## src/hw/sram_fifo_pkg.sv

```systemverilog
// Stream SRAM FIFO constants
package sram_fifo_pkg;

    ////////////////////////////////////////////////////////////
    // stream side
    ////////////////////////////////////////////////////////////
    localparam int DATA_BYTES = 12;                 // bytes per beat
    localparam int DATA_W     = DATA_BYTES * 8;     // tdata, 96 bits
    localparam int CNT_W      = 4;                  // holds 0..12 valid bytes

    // stored entry, low to high: data, count, last
    localparam int ENTRY_W    = DATA_W + CNT_W + 1; // 101 bits

    ////////////////////////////////////////////////////////////
    // bank layout
    ////////////////////////////////////////////////////////////
    localparam int NUM_BANKS  = 3;                  // one lane per bank
    localparam int LANE_W     = 36;                 // bank word width
    // lane 0 = entry[35:0], lane 1 = entry[71:36]
    // lane 2 = entry[100:72], top 7 bits zero
    localparam int ADDR_W     = 6;
    localparam int DEPTH      = 64;                 // entries, 2**ADDR_W

    // fixed read pipeline of every bank
    localparam int READ_LAT   = 2;

    ////////////////////////////////////////////////////////////
    // egress buffering
    ////////////////////////////////////////////////////////////
    // needs READ_LAT + 2 slots to keep one beat per cycle
    localparam int OUT_SLOTS  = 4;
    localparam int SLOT_W     = $clog2(OUT_SLOTS);      // slot index
    localparam int CRED_W     = $clog2(OUT_SLOTS + 1);  // 0..OUT_SLOTS

    // pointers carry one wrap bit above the address,
    // so full and empty tell apart at equal addresses

endpackage

```

## src/hw/ingress_packer.sv

```systemverilog
// Stream ingress and entry packer
`timescale 1ns/1ps

module ingress_packer
    import sram_fifo_pkg::*;
(
    input  logic                        clk,
    input  logic                        memreset,
    input  logic [DATA_W-1:0]           s_axis_tdata,
    input  logic [DATA_BYTES-1:0]       s_axis_tstrb,
    input  logic                        s_axis_tlast,
    input  logic                        s_axis_tvalid,
    output logic                        s_axis_tready,
    input  logic [ADDR_W:0]             rd_ptr,     // release pointer from egress
    output logic [ADDR_W:0]             wr_ptr,
    output logic                        wr_en,
    output logic [ADDR_W-1:0]           wr_addr,
    output logic [NUM_BANKS*LANE_W-1:0] wr_lane
);

    logic [CNT_W-1:0]   byte_cnt;   // set strobe bits
    logic [ENTRY_W-1:0] entry_q;    // beat waiting for its write
    logic               wr_pend;
    logic [ADDR_W:0]    level;      // stored plus pending
    logic               accept;

    ////////////////////////////////////////////////////////////
    // strobe compression
    ////////////////////////////////////////////////////////////
    // strobe is a low-aligned run, so the popcount is enough
    always_comb
    begin
        byte_cnt = '0;
        for (int i = 0; i < DATA_BYTES; i++)
        begin
            byte_cnt = byte_cnt + CNT_W'(s_axis_tstrb[i]);
        end
    end

    ////////////////////////////////////////////////////////////
    // occupancy and handshake
    ////////////////////////////////////////////////////////////
    assign level = (wr_ptr - rd_ptr) + (ADDR_W + 1)'(wr_pend);
    assign s_axis_tready = (level != (ADDR_W + 1)'(DEPTH));    // full at 64
    assign accept = s_axis_tvalid && s_axis_tready;

    always_ff @(posedge clk)
    begin
        if (memreset)
        begin
            wr_pend <= 1'b0;
            wr_ptr  <= '0;
        end
        else
        begin
            if (wr_pend)
            begin
                wr_ptr <= wr_ptr + 1'b1;    // visible at the write edge
            end
            wr_pend <= accept;
        end
    end

    // payload only, qualified by wr_pend
    always_ff @(posedge clk)
    begin
        if (accept)
        begin
            entry_q <= {s_axis_tlast, byte_cnt, s_axis_tdata};
        end
    end

    // write side, one cycle after the transfer
    assign wr_en   = wr_pend;
    assign wr_addr = wr_ptr[ADDR_W-1:0];
    assign wr_lane = {{(NUM_BANKS*LANE_W - ENTRY_W){1'b0}}, entry_q};  // pad lane 2

    // a strobe with a gap or an empty one cannot be rebuilt from a count
    a_strb_contig: assert property (
        @(posedge clk) disable iff (memreset)
        s_axis_tvalid |-> (s_axis_tstrb != '0) &&
                          ((s_axis_tstrb & (s_axis_tstrb + 1'b1)) == '0)
    ) else $error("tstrb not contiguous from byte 0");

endmodule

```

## config.mk

```make
export PLATFORM = sky130hd
export DESIGN_NAME = ingress_packer
export DESIGN_NICKNAME = d
export VERILOG_FILES = /design/src/hw/sram_fifo_pkg.sv /design/src/hw/ingress_packer.sv
export SDC_FILE = /design/constraint.sdc
export NUM_CORES = 1
export LEC_CHECK = 0
export CORE_AREA = 2 2 92 94
export DETAILED_ROUTE_END_ITERATION = 8
export DIE_AREA = 0 0 94 96
export DONT_BUFFER_PORTS = 1
export PLACE_DENSITY = 0.78
export SLEW_MARGIN = 10
export SYNTH_ARGS = -nofsm -noshare
export SYNTH_HDL_FRONTEND = slang
export SYNTH_SLANG_ARGS = --single-unit
```

## constraint.sdc

```tcl
create_clock -name clk -period 5.7 [get_ports clk]
set_input_delay 1.14 -clock clk [delete_from_list [all_inputs] [get_ports clk]]
set_output_delay 1.14 -clock clk [all_outputs]
set_load 0.02 [all_outputs]
```

==> results.md <==
- Hold_buf cts: 0
- Final instance area: 0.00436 mm^2
- DP HPWL: 6890 um
- Worst Setup EP: s_axis_tready
- Switching share of total power: 27.2%
- Synth top area cells: edfxtp_1, ha_1, dfxtp_1, fa_1, buf_4
- Most common cell after layout, fill and taps aside: edfxtp_1
- RSZ-0062 raised after global routing: false
- R2R setup slack: 1770 ps
- CTS tree: done
- Max_slew headroom: 61.1%
- Multi-input logic area: 729 um^2
- Die Area: 0.00902 mm^2
- Most frequent cells in the layout: edfxtp_1, inv_1, ha_1, nor2_1, clkbuf_8
- P_int: 1.16 mW
- # setup viols final: 0
- Netlist cell types: 32
- Clk sink count: 109
- Post-route antenna net violation count: 0
- # DRC: 0
- Worst hold margin: 652 ps
- Setup crit end kind: output pin
- Setup TNS Final: 0 ps
- Largest net degree at the start of global routing: 64
- HP Start: wr_ptr[6]$_SDFFE_PP0P_
- Net Sw Power: 0.435 mW
- Vias: 1846
- Slew Viols, Final: 0
- Nets: 374
- Startpoint type of the worst setup path: input port
- Reg-to-Reg Start: wr_en$_SDFF_PP0_
- Cts bufs inserted: 9
- Seq cells post-synth: 109
- Pwr Total: 1.60 mW
- Final clock skew: 15.3 ps
- Most frequent CP cell: ha_1
- Initial Utilization: 51.0%
- Most Used Layer, Global Route: met2
- FF+latch area: 0.00319 mm^2
- Cell Chain, Critical Path: ha_1 -> inv_1 -> ha_1 -> fa_1 -> a211oi_1 -> or3_4 -> a211oi_2 -> o2111ai_2
- Count of final hold-check violations: 0
- Flop pwr share: 65.4%
- CTS HTree Levels: 3
- Critical Path RT: 4560 ps
- DRT iter0 DRCs: 65
- Slowest CP cell: fa_1
- Initial antenna violation count: 1
- Fillers: 633
- Share of the synthesized area in the top cell type: 73.9%
- Port bufs: 0
- Area of the mapped netlist: 0.00410 mm^2
- Placed inst area: 0.00418 mm^2
- Worst Reg2Reg Path Length in Cells: 11
- Postcts setup bufs: 0
- Final RePlAce weighted congestion: 0.723
- Clock power frac: 27.2%
- Arr. time, crit path: 3040 ps
- Fmax: 239 MHz
- Die X-Extent: 94 um
- Register area share after synthesis: 77.8%
- CTS Buffer Depth: 2
- Outcome: finished, final reports clean
- GRT met3 Usage: 8.38%
- # IOs: 242
- Worst-path maximum fanout: 3
- Clock Latency Late Sink: 370 ps
- Root buf cell: clkbuf_8
- Number of max-cap violations: 0
- Grt total ovfl: 0
- Crit path time final: 4180 ps
- Avg WL per Cell: 25.9 um
- Critical path type: input port to output pin
- CTS-repair resized insts: 0
- Total core area: 0.00805 mm^2
- Met2 usage: 29.8%
- Combinational power share: 7.5%
- Vias in the first global route: 1748
- Pwr dens: 367 mW/mm^2
- FP Rows: 33
- Worst min-delay path category: flip-flop to flip-flop
- Worst VDD drop: 0.000177 V
- Syn_area_per_cell: 18.1 um^2
- Max incr delay on CP: 400 ps
- Leakage: 1.64 nW
- Vias per cell: 5.41
- CP Launch Point: rd_ptr[0]
- Slew of the pin with the lowest slew margin: 582 ps
- Largest area contributor in the netlist: edfxtp_1
- Grt met1 use: 20.8%
- Global-route wire length before repair: 11200 um
- Tcrit/Tclk final: 73.3%
- Total global-route track usage: 18.2%
- Area delta synth->final: 6.22%
- 1st-pass router iterations: 4
- Detailed-route wire length: 8840 um
- Share of cells above drive strength 1: 9.36%
- DIE HEIGHT: 96 um
- Worst-path clk slew: 100 ps
- Ys Warns: 0
- Worst r2r dst: entry_q[90]$_DFFE_PP_
- Synth Instances: 227
## cells by family after synthesis
family / after synthesis / share of synthesized area [%]
XOR/XNOR: 7 / 1.49
other: 1 / 0.0914
adder cells (fa/ha/maj): 25 / 9.09
AND/OR/NAND/NOR: 22 / 2.74
buffers and inverters: 42 / 5.03
multiplexers: 2 / 0.488
AO/OA/AOI/OAI: 19 / 3.26
flip-flops: 109 / 77.8
## cell usage after synthesis (all sizes together)
cell     instances
o221ai           1
xnor2            3
and3b            1
mux2i            2
xor2             4
o21ai            5
nor2            10
and2             1
inv             26
a21o             4
ha              17
buf             14
fa               8
dfxtp            8
conb             1
clkinv           1
a21boi           1
nand2            3
nand4            2
edfxtp         101
o31ai            1
clkbuf           1
a211oi           2
nor2b            1
or3              3
o2111ai          1
a21oi            4
or2              1
## stage by stage
stage,std cells,util [%],setup slack [ps]
after floorplan,233,-,1040
after global placement,324,51.9,1440
after detailed placement,324,51.9,1370
after CTS,340,54.1,1540
after global routing,340,54.1,1290
final,341,54.1,1520
## cell type report
type / instances / share of cell area (%)
multi-input combinational: 82 / 16.7
clock buffer: 9 / 2.84
antenna: 1 / 0.0574
sequential: 109 / 73.2
timing repair buffer: 1 / 0.459
inverter: 27 / 2.32
tap: 105 / 3.01
clock inverter: 7 / 1.32
## power by group through the flow
stage | Clock (mW) | Combinational [mW] | Sequential [mW]
finish | 0.434 | 0.120 | 1.04
floorplan | 0 | 0.103 | 1.05
detailed placement | 0 | 0.120 | 1.06
global route | 0.477 | 0.137 | 1.05
CTS | 0.447 | 0.122 | 1.05
global placement | 0 | 0.112 | 1.06
## layer usage
metal  vias up  wire length, um
met5         -                0
met4         0              172
met3        18              893
met2       132             4490
met1       891             3290
li1        805                -
## worst min-delay path by stage
stage / depth (start not counted) / slack (ps) / end
after CTS: 2 / 640 / wr_ptr[6]$_SDFFE_PP0P_
after detailed placement: 2 / 620 / wr_ptr[6]$_SDFFE_PP0P_
after global routing: 2 / 670 / wr_ptr[6]$_SDFFE_PP0P_
after global placement: 2 / 610 / wr_ptr[6]$_SDFFE_PP0P_
after floorplan: 2 / 590 / wr_ptr[6]$_SDFFE_PP0P_
final: 2 / 650 / wr_ptr[6]$_SDFFE_PP0P_
## worst max-delay path: cells and delay by family
| family | cells | cell delay, ps |
|---|---|---|
| buffers and inverters | 1 | 40 |
| AOI/OAI and AO/OA | 3 | 800 |
| and+or+nand+nor | 1 | 210 |
| adders and majority gates | 3 | 850 |
## state kept, by name (all words and copies together) (netlist names)
| signal | flops |
|---|---|
| wr_ptr | 7 |
| entry_q | 101 |
| wr_en | 1 |
(Power assumes the default switching activity.)
