===== src/hw/sram_fifo_pkg.sv =====
// Stream SRAM FIFO constants
package sram_fifo_pkg;

    ////////////////////////////////////////////////////////////
    // stream side
    ////////////////////////////////////////////////////////////
    localparam int DATA_BYTES = 12;                 // bytes per beat
    localparam int DATA_W     = DATA_BYTES * 8;     // tdata, 96 bits
    localparam int CNT_W      = 4;                  // holds 0..12 valid bytes

    // stored entry, low to high: data, count, last
    localparam int ENTRY_W    = DATA_W + CNT_W + 1; // 101 bits

    ////////////////////////////////////////////////////////////
    // bank layout
    ////////////////////////////////////////////////////////////
    localparam int NUM_BANKS  = 3;                  // one lane per bank
    localparam int LANE_W     = 36;                 // bank word width
    // lane 0 = entry[35:0], lane 1 = entry[71:36]
    // lane 2 = entry[100:72], top 7 bits zero
    localparam int ADDR_W     = 6;
    localparam int DEPTH      = 64;                 // entries, 2**ADDR_W

    // fixed read pipeline of every bank
    localparam int READ_LAT   = 2;

    ////////////////////////////////////////////////////////////
    // egress buffering
    ////////////////////////////////////////////////////////////
    // needs READ_LAT + 2 slots to keep one beat per cycle
    localparam int OUT_SLOTS  = 4;
    localparam int SLOT_W     = $clog2(OUT_SLOTS);      // slot index
    localparam int CRED_W     = $clog2(OUT_SLOTS + 1);  // 0..OUT_SLOTS

    // pointers carry one wrap bit above the address,
    // so full and empty tell apart at equal addresses

endpackage


===== src/hw/sram_bank.sv =====
// SRAM bank with pipelined read
`timescale 1ns/1ps

module sram_bank
    import sram_fifo_pkg::*;
(
    input  logic              clk,
    input  logic              memreset,
    input  logic              wr_en,
    input  logic [ADDR_W-1:0] wr_addr,
    input  logic [LANE_W-1:0] wr_lane,
    input  logic              rd_en,
    input  logic [ADDR_W-1:0] rd_addr,
    output logic [LANE_W-1:0] rd_lane,
    output logic              rd_valid
);

    logic [LANE_W-1:0]   mem [DEPTH];       // one lane of every entry
    logic [LANE_W-1:0]   rd_pipe [READ_LAT];
    logic [READ_LAT-1:0] vld_pipe;          // stage valids, bit 0 first

    ////////////////////////////////////////////////////////////
    // array and read data pipe
    ////////////////////////////////////////////////////////////
    always_ff @(posedge clk)
    begin
        if (wr_en)
        begin
            mem[wr_addr] <= wr_lane;
        end
        if (rd_en)
        begin
            rd_pipe[0] <= mem[rd_addr];     // sampled at the issue edge
        end
        for (int i = 1; i < READ_LAT; i++)
        begin
            rd_pipe[i] <= rd_pipe[i-1];
        end
    end

    // valid tracks the data stage for stage
    always_ff @(posedge clk)
    begin
        if (memreset)
        begin
            vld_pipe <= '0;
        end
        else
        begin
            vld_pipe <= {vld_pipe[READ_LAT-2:0], rd_en};
        end
    end

    assign rd_lane  = rd_pipe[READ_LAT-1];
    assign rd_valid = vld_pipe[READ_LAT-1];

    // the pointer pair keeps the read slot away from the write slot
    a_no_collide: assert property (
        @(posedge clk) disable iff (memreset)
        (wr_en && rd_en) |-> (wr_addr != rd_addr)
    ) else $error("bank write and read hit the same address");

endmodule


===== config.mk =====
export PLATFORM = sky130hd
export DESIGN_NAME = sram_bank
export DESIGN_NICKNAME = d
export VERILOG_FILES = /design/src/hw/sram_fifo_pkg.sv /design/src/hw/sram_bank.sv
export SDC_FILE = /design/constraint.sdc
export NUM_CORES = 2
export LEC_CHECK = 0
export BUFFER_PORTS_ARGS = -buffer_cell sky130_fd_sc_hd__buf_2
export CORE_UTILIZATION = 45
export CTS_BUF_LIST = sky130_fd_sc_hd__clkbuf_16
export CTS_CLUSTER_SIZE = 10
export DETAILED_ROUTE_END_ITERATION = 10
export MAX_ROUTING_LAYER = met4
export PLACE_DENSITY_LB_ADDON = 0.3
export SETUP_SLACK_MARGIN = 0.3
export SYNTH_ARGS = -nofsm -noshare
export SYNTH_HDL_FRONTEND = slang
export SYNTH_SLANG_ARGS = --single-unit

===== constraint.sdc =====
create_clock -name clk -period 3.85 [get_ports clk]
set_clock_uncertainty 0.2 [all_clocks]
set_input_delay 0.77 -clock clk [delete_from_list [all_inputs] [get_ports clk]]
set_output_delay 0.77 -clock clk [all_outputs]
set_load 0.005 [all_outputs]

==> impl_metrics.env <==
export IMPL_path_clk_slew_ns=0.05
export IMPL_switchingPower_w=0.01116
export IMPL_p_comb_frac=0.048
export IMPL_dp_hpwl_mm=131.3
export IMPL_crit_path_end_kind="register"
export IMPL_wirelength_mm=229.9
export IMPL_multi_input_area_sq_um=17730
export IMPL_drc=0
export IMPL_cap_viol_max_count=0
export IMPL_synthTopCellsByArea="edfxtp_1 78%, mux4_2 15%, mux2i_1 1.3%, dfxtp_1 0.85%, buf_4 0.62%"
export IMPL_min_path_type="register to register"
export IMPL_std_cell_rows=163
export IMPL_nets=4346
export IMPL_tightest_slew_ns=1.307
export IMPL_slowest_delay_ns=0.89
export IMPL_synth_compound_area_frac=0.02066
export IMPL_area_growth_syn_to_layout_pct=15.81
export IMPL_required_ns=4.25
export IMPL_numPortBuffers=88
export IMPL_cp_max_fo=35
export IMPL_synthDistinctLibCells=32
export IMPL_die_height_microns=448.4
export IMPL_power_internal_w=0.04324
export IMPL_whs_endpoint="rd_pipe[0][69]"
export IMPL_pwr_share_seq=0.530
export IMPL_setup_viol=0
export IMPL_clockBufferDepth=4
export IMPL_clock_latency_ns=0.94
export IMPL_cts_sinks=2378
export IMPL_switching_share=0.2051
export IMPL_relSlewSlack=0.1288
export IMPL_synth_nets=3903
export IMPL_cts_htree_levels=5
export IMPL_hold_viol_final=0
export IMPL_powerDensity_nw_per_um2=523.7
export IMPL_cp_cell_sequence="buf_8 -> buf_12 -> buf_12 -> mux4_2 -> o21ai_0 -> a21oi_1 -> nor3_1 -> nor3_1"
export IMPL_cts_tree="built"
export IMPL_rsz0062_at_grt="no"
export IMPL_grt_overflow=0
export IMPL_grt_max_degree=65
export IMPL_cts_buffers=289
export IMPL_grt_pass1_vias=44220
export IMPL_fin_crit_ns=2.840
export IMPL_ff_latch_area_sq_um=71030
export IMPL_irDropWorstVdd_uv=378.9
export IMPL_holdCritStartpoint="rd_pipe[0][33]"
export IMPL_drt_iter0_drc=4761
export IMPL_cpMaxStageDelayCell="nor3_1"
export IMPL_firstDrtPassIters=6
export IMPL_synthCells=3851
export IMPL_layout_commonest_cell="edfxtp_1"
export IMPL_drive_above_1_share=0.3132
export IMPL_syn_area_sq_um=89680
export IMPL_synth_xor_area_share=0
export IMPL_dr_total_vias=43010
export IMPL_synth_top_family_by_area="multiplexers"
export IMPL_r2r_slack_ns=1.32
export IMPL_grt_pass1_wl_mm=329.2
export IMPL_yosysWarnings=0
export IMPL_yosysTopAreaCell="edfxtp_1"
export IMPL_startpoint_type="input pin"
export IMPL_globalRouteTotalUtil=0.2401
export IMPL_fmax_ghz=0.3521
export IMPL_synthMuxAreaShare=0.1604
export IMPL_io_pins=89
export IMPL_slew_violations=0
export IMPL_pwr_share_clk=0.422
export IMPL_rr_startpoint="mem[59][12]"
export IMPL_die_w_microns=448.4
export IMPL_tns_ns=0
export IMPL_finalCritPeriodShare=0.7377
export IMPL_cp_num_buf_inv=3
export IMPL_whs_path_depth=0
export IMPL_die_area_sq_um=201100
export IMPL_syn_area_per_cell_sq_um=23.29
export IMPL_globalplace_congestion=0.8060
export IMPL_ant_nets=0
export IMPL_crit_family="simple AND/OR/NAND/NOR gates"
export IMPL_synth_fa_ha_area_frac=0
export IMPL_wire_per_inst_microns=32.83
export IMPL_final_cell_mix="2340 x edfxtp_1, 589 x mux4_2, 292 x clkbuf_16"
export IMPL_fin_util=0.5255
export IMPL_synth_simple_area_share=0.01111
export IMPL_arrival_ns=3.24
export IMPL_antenna_found_initial=10
export IMPL_vias_per_cell=6.141
export IMPL_status="complete, no violations"
export IMPL_postCtsSetupBuffers=0
export IMPL_initial_core_util=0.4538
export IMPL_setup_worst_path_class="input pin to register"
export IMPL_core_area_sq_um=197600
export IMPL_r2r_end="rd_pipe[0][12]"
export IMPL_ys_ff_latch=2378
export IMPL_cts_root_buf="clkbuf_16"
export IMPL_power_leakage_nw=32.94
export IMPL_num_fill_cells=14920
export IMPL_reg2reg_depth=5
export IMPL_p_total_w=0.05440
export IMPL_synth_top_cell_area_share=0.7835
export IMPL_ys_seq_area_frac=0.7920
[synthesized netlist by cell type (all sizes together)]
| library cell | instances |
|---|---|
| nand3 | 6 |
| or2 | 3 |
| clkbuf | 67 |
| nor3 | 12 |
| o221ai | 29 |
| nand2 | 39 |
| nand2b | 6 |
| or3 | 2 |
| and2 | 3 |
| inv | 7 |
| o211ai | 1 |
| dfxtp | 38 |
| mux4 | 589 |
| or3b | 5 |
| a221oi | 59 |
| buf | 181 |
| edfxtp | 2340 |
| a21oi | 64 |
| o21ai | 67 |
| nor2b | 8 |
| nand4 | 1 |
| nand3b | 6 |
| o22ai | 66 |
| nor2 | 138 |
| nand4b | 1 |
| a31oi | 1 |
| mux2i | 112 |
[state kept, by name (all words and copies together), names as in the netlist]
register,flops
mem,2304
rd_pipe,72
vld_pipe,2
[per-stage QoR]
step	std cells	hold slack (ns)	setup slack [ns]	cell area [sq um]
floorplan	3851	0.1233	0.08776	89700
global placement	6642	0.1282	0.1719	96200
detailed placement	6642	0.1307	0.1547	96200
finish	7004	0.1438	1.010	103900
CTS	6995	0.1442	1.139	103800
global route	6999	0.1464	0.9242	103800
[cell type report]
type,count,area share
clock buffer,292,0.07036
sequential,2378,0.6839
tap,2640,0.03180
timing repair buffer,400,0.03972
clock inverter,60,0.003036
antenna,9,0.0002168
inverter,7,0.0002530
multi-input combinational,1218,0.1707
[worst max path at each step]
| stage | to | slack (ns) | from | cells past startpoint |
|---|---|---|---|---|
| 2_1_floorplan | mem[39][0] | 0.09 | wr_addr[5] | 4 |
| 3_3_place_gp | rd_pipe[0][12] | 0.17 | rd_addr[1] | 8 |
| 3_5_place_dp | rd_pipe[0][9] | 0.15 | rd_addr[0] | 9 |
| 4_1_cts | rd_pipe[0][12] | 1.14 | rd_addr[1] | 8 |
| 5_1_grt | rd_pipe[0][12] | 0.92 | rd_addr[2] | 8 |
| 6_report | rd_pipe[0][12] | 1.01 | rd_addr[1] | 8 |
[power groups by stage]
stage / sequential, W / combinational (W) / clock, W
after floorplan: 0.0293 / 0.00141 / 0
after global placement: 0.0293 / 0.00259 / 0
after detailed placement: 0.0294 / 0.00263 / 0
after CTS: 0.0288 / 0.00264 / 0.0233
after global routing: 0.0288 / 0.00277 / 0.0242
final: 0.0288 / 0.00262 / 0.0229
[metal layers]
layer | vias to the layer above | part of all wire | wire, microns | track usage
met4 | 0 | 0.024 | 5615 | 0.06393
met3 | 334 | 0.075 | 17310 | 0.04015
met1 | 23540 | 0.39 | 90250 | 0.3156
met5 | - | 0 | 0 | -
met2 | 1926 | 0.51 | 116800 | 0.3905
li1 | 17210 | - | - | -
[timing repair]
item / 4_1_cts / 5_1_grt
hold endpoints to repair: 2 / 0
gates resized for setup: 0 / 0
hold buffers: 1 / 0
[cells by family after synthesis]
family                 count (synthesis)
AOI/OAI and AO/OA                    287
muxes                                701
buffers and inverters                255
DFF                                 2378
and+or+nand+nor                      230
[worst register-to-register path: stages (launching register included)]
cell and delay [ns]:
edfxtp_1 0.37, mux4_2 0.46, o21ai_0 0.16, a21oi_1 0.06, nor3_1 0.89, nor3_1 0.11
Power figures use the tool's default switching activity.
