File: config.mk
export PLATFORM = sky130hd
export DESIGN_NAME = egress_unpacker
export DESIGN_NICKNAME = d
export VERILOG_FILES = /design/src/hw/sram_fifo_pkg.sv /design/src/hw/egress_unpacker.sv
export SDC_FILE = /design/constraint.sdc
export NUM_CORES = 1
export LEC_CHECK = 0
export CAP_MARGIN = 20
export CELL_PAD_IN_SITES_DETAIL_PLACEMENT = 0
export CELL_PAD_IN_SITES_GLOBAL_PLACEMENT = 1
export CORE_MARGIN = 1
export CORE_UTILIZATION = 25
export CTS_BUF_LIST = sky130_fd_sc_hd__clkbuf_8
export CTS_CLUSTER_DIAMETER = 30
export DETAILED_ROUTE_END_ITERATION = 10
export DONT_BUFFER_PORTS = 1
export PLACE_DENSITY_LB_ADDON = 0.1
export SYNTH_ARGS = -nofsm -noshare
export SYNTH_HDL_FRONTEND = slang
export SYNTH_SLANG_ARGS = --single-unit
File: constraint.sdc
create_clock -name clk -period 3.9 [get_ports clk]
set_clock_uncertainty 0.1 [all_clocks]
set_input_delay 0.585 -clock clk [delete_from_list [all_inputs] [get_ports clk]]
set_output_delay 0.585 -clock clk [all_outputs]
set_load 0.02 [all_outputs]
File: src/hw/sram_fifo_pkg.sv
// Stream SRAM FIFO constants
package sram_fifo_pkg;

    ////////////////////////////////////////////////////////////
    // stream side
    ////////////////////////////////////////////////////////////
    localparam int DATA_BYTES = 12;                 // bytes per beat
    localparam int DATA_W     = DATA_BYTES * 8;     // tdata, 96 bits
    localparam int CNT_W      = 4;                  // holds 0..12 valid bytes

    // stored entry, low to high: data, count, last
    localparam int ENTRY_W    = DATA_W + CNT_W + 1; // 101 bits

    ////////////////////////////////////////////////////////////
    // bank layout
    ////////////////////////////////////////////////////////////
    localparam int NUM_BANKS  = 3;                  // one lane per bank
    localparam int LANE_W     = 36;                 // bank word width
    // lane 0 = entry[35:0], lane 1 = entry[71:36]
    // lane 2 = entry[100:72], top 7 bits zero
    localparam int ADDR_W     = 6;
    localparam int DEPTH      = 64;                 // entries, 2**ADDR_W

    // fixed read pipeline of every bank
    localparam int READ_LAT   = 2;

    ////////////////////////////////////////////////////////////
    // egress buffering
    ////////////////////////////////////////////////////////////
    // needs READ_LAT + 2 slots to keep one beat per cycle
    localparam int OUT_SLOTS  = 4;
    localparam int SLOT_W     = $clog2(OUT_SLOTS);      // slot index
    localparam int CRED_W     = $clog2(OUT_SLOTS + 1);  // 0..OUT_SLOTS

    // pointers carry one wrap bit above the address,
    // so full and empty tell apart at equal addresses

endpackage

File: src/hw/egress_unpacker.sv
// Stream egress and entry unpacker
`timescale 1ns/1ps

module egress_unpacker
    import sram_fifo_pkg::*;
(
    input  logic                        clk,
    input  logic                        memreset,
    input  logic [ADDR_W:0]             wr_ptr,
    output logic [ADDR_W:0]             rd_ptr,     // release pointer
    output logic                        rd_en,
    output logic [ADDR_W-1:0]           rd_addr,
    input  logic [NUM_BANKS*LANE_W-1:0] rd_lane,
    input  logic                        rd_valid,
    output logic [DATA_W-1:0]           m_axis_tdata,
    output logic [DATA_BYTES-1:0]       m_axis_tstrb,
    output logic                        m_axis_tlast,
    output logic                        m_axis_tvalid,
    input  logic                        m_axis_tready
);

    logic [ADDR_W:0]    issue_ptr;                  // next slot to read
    logic [CRED_W-1:0]  inflight;                   // reads in the bank pipe
    logic [CRED_W-1:0]  buf_cnt;
    logic [CRED_W:0]    credit_used;                // one bit wider, no wrap
    logic [SLOT_W-1:0]  head;
    logic [SLOT_W-1:0]  tail;
    logic [ENTRY_W-1:0] out_buf [OUT_SLOTS];
    logic [ENTRY_W-1:0] head_entry;
    logic [CNT_W-1:0]   head_cnt;
    logic               pop;

    ////////////////////////////////////////////////////////////
    // read issue under credits
    ////////////////////////////////////////////////////////////
    // a read is only sent when its return has a free slot
    assign credit_used = inflight + buf_cnt;
    assign rd_en   = (issue_ptr != wr_ptr) &&                  // not empty
                     (credit_used < (CRED_W + 1)'(OUT_SLOTS));
    assign rd_addr = issue_ptr[ADDR_W-1:0];

    assign pop = m_axis_tvalid && m_axis_tready;

    always_ff @(posedge clk)
    begin
        if (memreset)
        begin
            issue_ptr <= '0;
            rd_ptr    <= '0;
            inflight  <= '0;
            buf_cnt   <= '0;
            head      <= '0;
            tail      <= '0;
        end
        else
        begin
            if (rd_en)
            begin
                issue_ptr <= issue_ptr + 1'b1;
            end
            // slot goes back to ingress once its beat has left,
            // so banks and buffer together never hold more than DEPTH
            if (pop)
            begin
                rd_ptr <= rd_ptr + 1'b1;
                head   <= head + 1'b1;
            end
            if (rd_valid)
            begin
                tail <= tail + 1'b1;
            end
            inflight <= inflight + CRED_W'(rd_en) - CRED_W'(rd_valid);
            buf_cnt  <= buf_cnt + CRED_W'(rd_valid) - CRED_W'(pop);
        end
    end

    ////////////////////////////////////////////////////////////
    // output buffer
    ////////////////////////////////////////////////////////////
    // lanes are stacked low first, the pad bits of lane 2 fall off
    always_ff @(posedge clk)
    begin
        if (rd_valid)
        begin
            out_buf[tail] <= rd_lane[ENTRY_W-1:0];
        end
    end

    assign head_entry = out_buf[head];
    assign head_cnt   = head_entry[DATA_W +: CNT_W];

    // master side straight from the head slot
    assign m_axis_tvalid = (buf_cnt != '0);
    assign m_axis_tdata  = head_entry[DATA_W-1:0];
    assign m_axis_tlast  = head_entry[ENTRY_W-1];

    // strobe rebuild, low head_cnt bytes set
    always_comb
    begin
        for (int i = 0; i < DATA_BYTES; i++)
        begin
            m_axis_tstrb[i] = (i < int'(head_cnt));
        end
    end

    // credits must leave room for every bank return
    a_buf_no_ovf: assert property (
        @(posedge clk) disable iff (memreset)
        rd_valid |-> (buf_cnt < CRED_W'(OUT_SLOTS))
    ) else $error("output buffer overflow");

    a_hold_stall: assert property (
        @(posedge clk) disable iff (memreset)
        (m_axis_tvalid && !m_axis_tready) |=>
            (m_axis_tvalid && $stable(m_axis_tdata) &&
             $stable(m_axis_tstrb) && $stable(m_axis_tlast))
    ) else $error("m_axis changed while stalled");

endmodule

==> flow_summary.yaml <==
yosys:
  syn_nets: 827
  synth_edf_count: 404
  netlist_area_sq_um: 16100
  yosysUniqueCellTypes: 33
  synth-seq-area-share_pct: 78.8
  async_flop_share_pct: 0
  ys_ff_latch: 430
  synth-warning-count: 0
  avgSynthCellArea_sq_um: 23.1
  synthFlopType: "edfxtp_1"
  syn_inst: 694
cells_and_area:
  nNetsFinal: 1011
  layout-drive-gt1-share_pct: 29.5
  multi_input_area_sq_um: 3210
  regArea_sq_um: 12700
  fillers: 6118
  area_delta_synth_final_pct: 27.0
floorplanning:
  die_h_um: 255
  ios: 243
  die_area_sq_um: 65200
  fp.coreArea_sq_um: 63300
  die_x_um: 255
  start_util_pct: 25.4
  rows: 92
critical_path:
  r2r_slack_ps: 1180
  crit-reg2reg-launch: "buf_cnt[2]"
  required_ps: 3210
  path_max_fanout: 30
  crit_path_end_kind: "output port"
  crit_type: "register to output port"
  r2r_cells: 10
  critPathLaunchType: "register"
  crit_end: "m_axis_tstrb[0]"
  crit_arrival_ps: 2530
  rr_endpoint: "inflight[2]"
grt:
  grt_max_degree: 73
  gr-total-overflow: 0
  antenna_found_initial: 2
  grt.busiest_layer: "met2"
  met1_usage_pct: 12.4
  grt_pass1_vias: 8651
  use_met2_pct: 19.9
  grt_pass1_wl_um: 54900
  grt_util_met3_pct: 3.87
  grt_usage_pct: 11.4
power_and_ir_drop:
  ir_drop_v: 0.000343
  p_leak_nw: 6.58
  power_density_nw_per_um2: 667
sta:
  final.period_utilization_pct: 82.5
  fmax_mhz: 311
  hold_viol: 0
  tns_ps: 0
  slew_viol_final: 0
  setup_viol: 0
  slew_headroom_pct: 53.1
  worst_pin_slew_ps: 703
  min_period_ps: 3220
  rsz0062_at_grt: "no"
  fin_ws_ps: 681
cts:
  path_clk_slew_ps: 50
  cts.sinks: 430
  cts-buffers-inserted: 102
  cts_root_buffer: "clkbuf_8"
  cts_tree: "built"
  htreeDepth: 3
  clock_latency_ps: 660
  post-cts-setup-buffers: 0
  cts_buffer_depth: 3
drt:
  vias: 7502
  dr.pass1.iters: 4
  first_iter_violations: 331
  wl_um: 36600
  ant_nets: 0
  drc_errors: 0
  vias_per_cell: 4.14
  routedWlPerCell_um: 20.2
status:
  status: "finished, final reports clean"
run:
  max_cap_viol_count: 0
placed_design:
  io_buffers: 0
  place.gp.congestion: 0.663
  place_ws_ps: 1110
  place_hpwl_um: 20700
worst_hold_path:
  min_path_type: "primary input to register"
## layout make-up
cell class / instances / area share (%)
Sequential cell: 430 / 62.1
Timing Repair Buffer: 113 / 5.84
Antenna cell: 1 / 0.0123
Tap cell: 846 / 5.19
Inverter: 9 / 0.166
Clock buffer: 103 / 6.95
Clock inverter: 86 / 4.00
Multi-Input combinational cell: 222 / 15.7
## cell usage in the layout, fill, tap and decap left out, types with 5 or more instances in the layout
cell | netlist | final
nor2_1 | 24 | 24
clkinv_2 | 0 | 27
dfxtp_1 | 26 | 24
ha_1 | 12 | 12
edfxtp_1 | 404 | 404
and2_1 | 9 | 5
mux4_2 | 101 | 101
xnor2_1 | 5 | 5
clkinvlp_4 | 0 | 10
mux2_1 | 6 | 6
nand2_1 | 6 | 6
clkbuf_8 | 0 | 103
buf_12 | 0 | 7
nor2b_1 | 8 | 8
dlygate4sd3_1 | 0 | 102
bufinv_16 | 0 | 14
inv_1 | 9 | 18
clkinv_1 | 0 | 18
xor2_1 | 15 | 15
nand3_1 | 5 | 5
## logic make-up (layout without fill, tap and decap cells)
kind of cell,Yosys count,in the layout,share of synthesized area [%]
xor gates and xnor gates,20,20,1.09
and+or+nand+nor,66,66,2.17
buffers and inverters,42,311,1.29
other,0,1,0
adders and majority gates,14,14,1.18
muxes,110,110,14.8
AOI/OAI and AO/OA,12,12,0.686
DFF,430,430,78.8
## layer usage
metal / wire [um] / up-vias
met3: 2390 / 75
met1: 13900 / 3929
met5: 13 / -
met2: 19200 / 224
met4: 986 / 2
li1: - / 3272
## per-stage QoR
stage | power (W) | cell area (sq um) | instances | util [%] | hold slack (ps)
floorplan | 0.00750 | 16100 | 694 | - | 385
global placement | 0.00800 | 17100 | 1517 | 27.0 | 416
detailed placement | 0.00803 | 17100 | 1517 | 27.0 | 431
CTS | 0.0139 | 20400 | 1809 | 32.2 | 2.95
global route | 0.0142 | 20400 | 1810 | 32.2 | 31.2
finish | 0.0136 | 20400 | 1810 | 32.2 | 82.5
## worst min path at each step
stage	start	cells after the start	slack [ps]	endpoint
finish	rd_valid	2	80	buf_cnt[0]
CTS	rd_valid	2	3	buf_cnt[0]
global route	rd_valid	2	30	buf_cnt[0]
floorplan	head[1]	2	380	register
detailed placement	head[0]	2	430	register
global placement	head[1]	2	420	register
## sequential cells by signal, summed over array words and instances (netlist names), named ones only
name	flops
tail	2
issue_ptr	7
out_buf	404
rd_ptr	7
head	2
buf_cnt	3
inflight	3
## report_power, final
part | internal, W | total [W] | leakage [nW] | switching, W
Combinational | 0.000925 | 0.00248 | 1.49 | 0.00155
Clock | 0.00344 | 0.00562 | 1.16 | 0.00218
Sequential | 0.00533 | 0.00549 | 3.92 | 0.000159
Total | 0.00970 | 0.0136 | 6.58 | 0.00390
## worst max-delay path: stages, from the launching register on
cell and delay [ps]:
dfxtp_4 660, mux4_2 580, nor3_1 390, nand2b_1 250
## cells in the mapped netlist, types with 6 or more instances
cell	number	area share [%]
and2_1	9	0.35
buf_2	9	0.28
buf_4	10	0.47
clkbuf_1	12	0.28
dfxtp_1	26	3.2
edfxtp_1	404	76
ha_1	12	0.94
inv_1	9	0.21
mux2_1	6	0.42
mux4_2	101	14
nand2_1	6	0.14
nor2_1	24	0.56
nor2b_1	8	0.31
xor2_1	15	0.82
## what timing repair did
item	in CTS	in global routing
resized for setup	0	0
hold buffers	103	0
setup endpoints to repair	0	0
endpoints found under the hold margin	430	0
(Power assumes the default switching activity.)
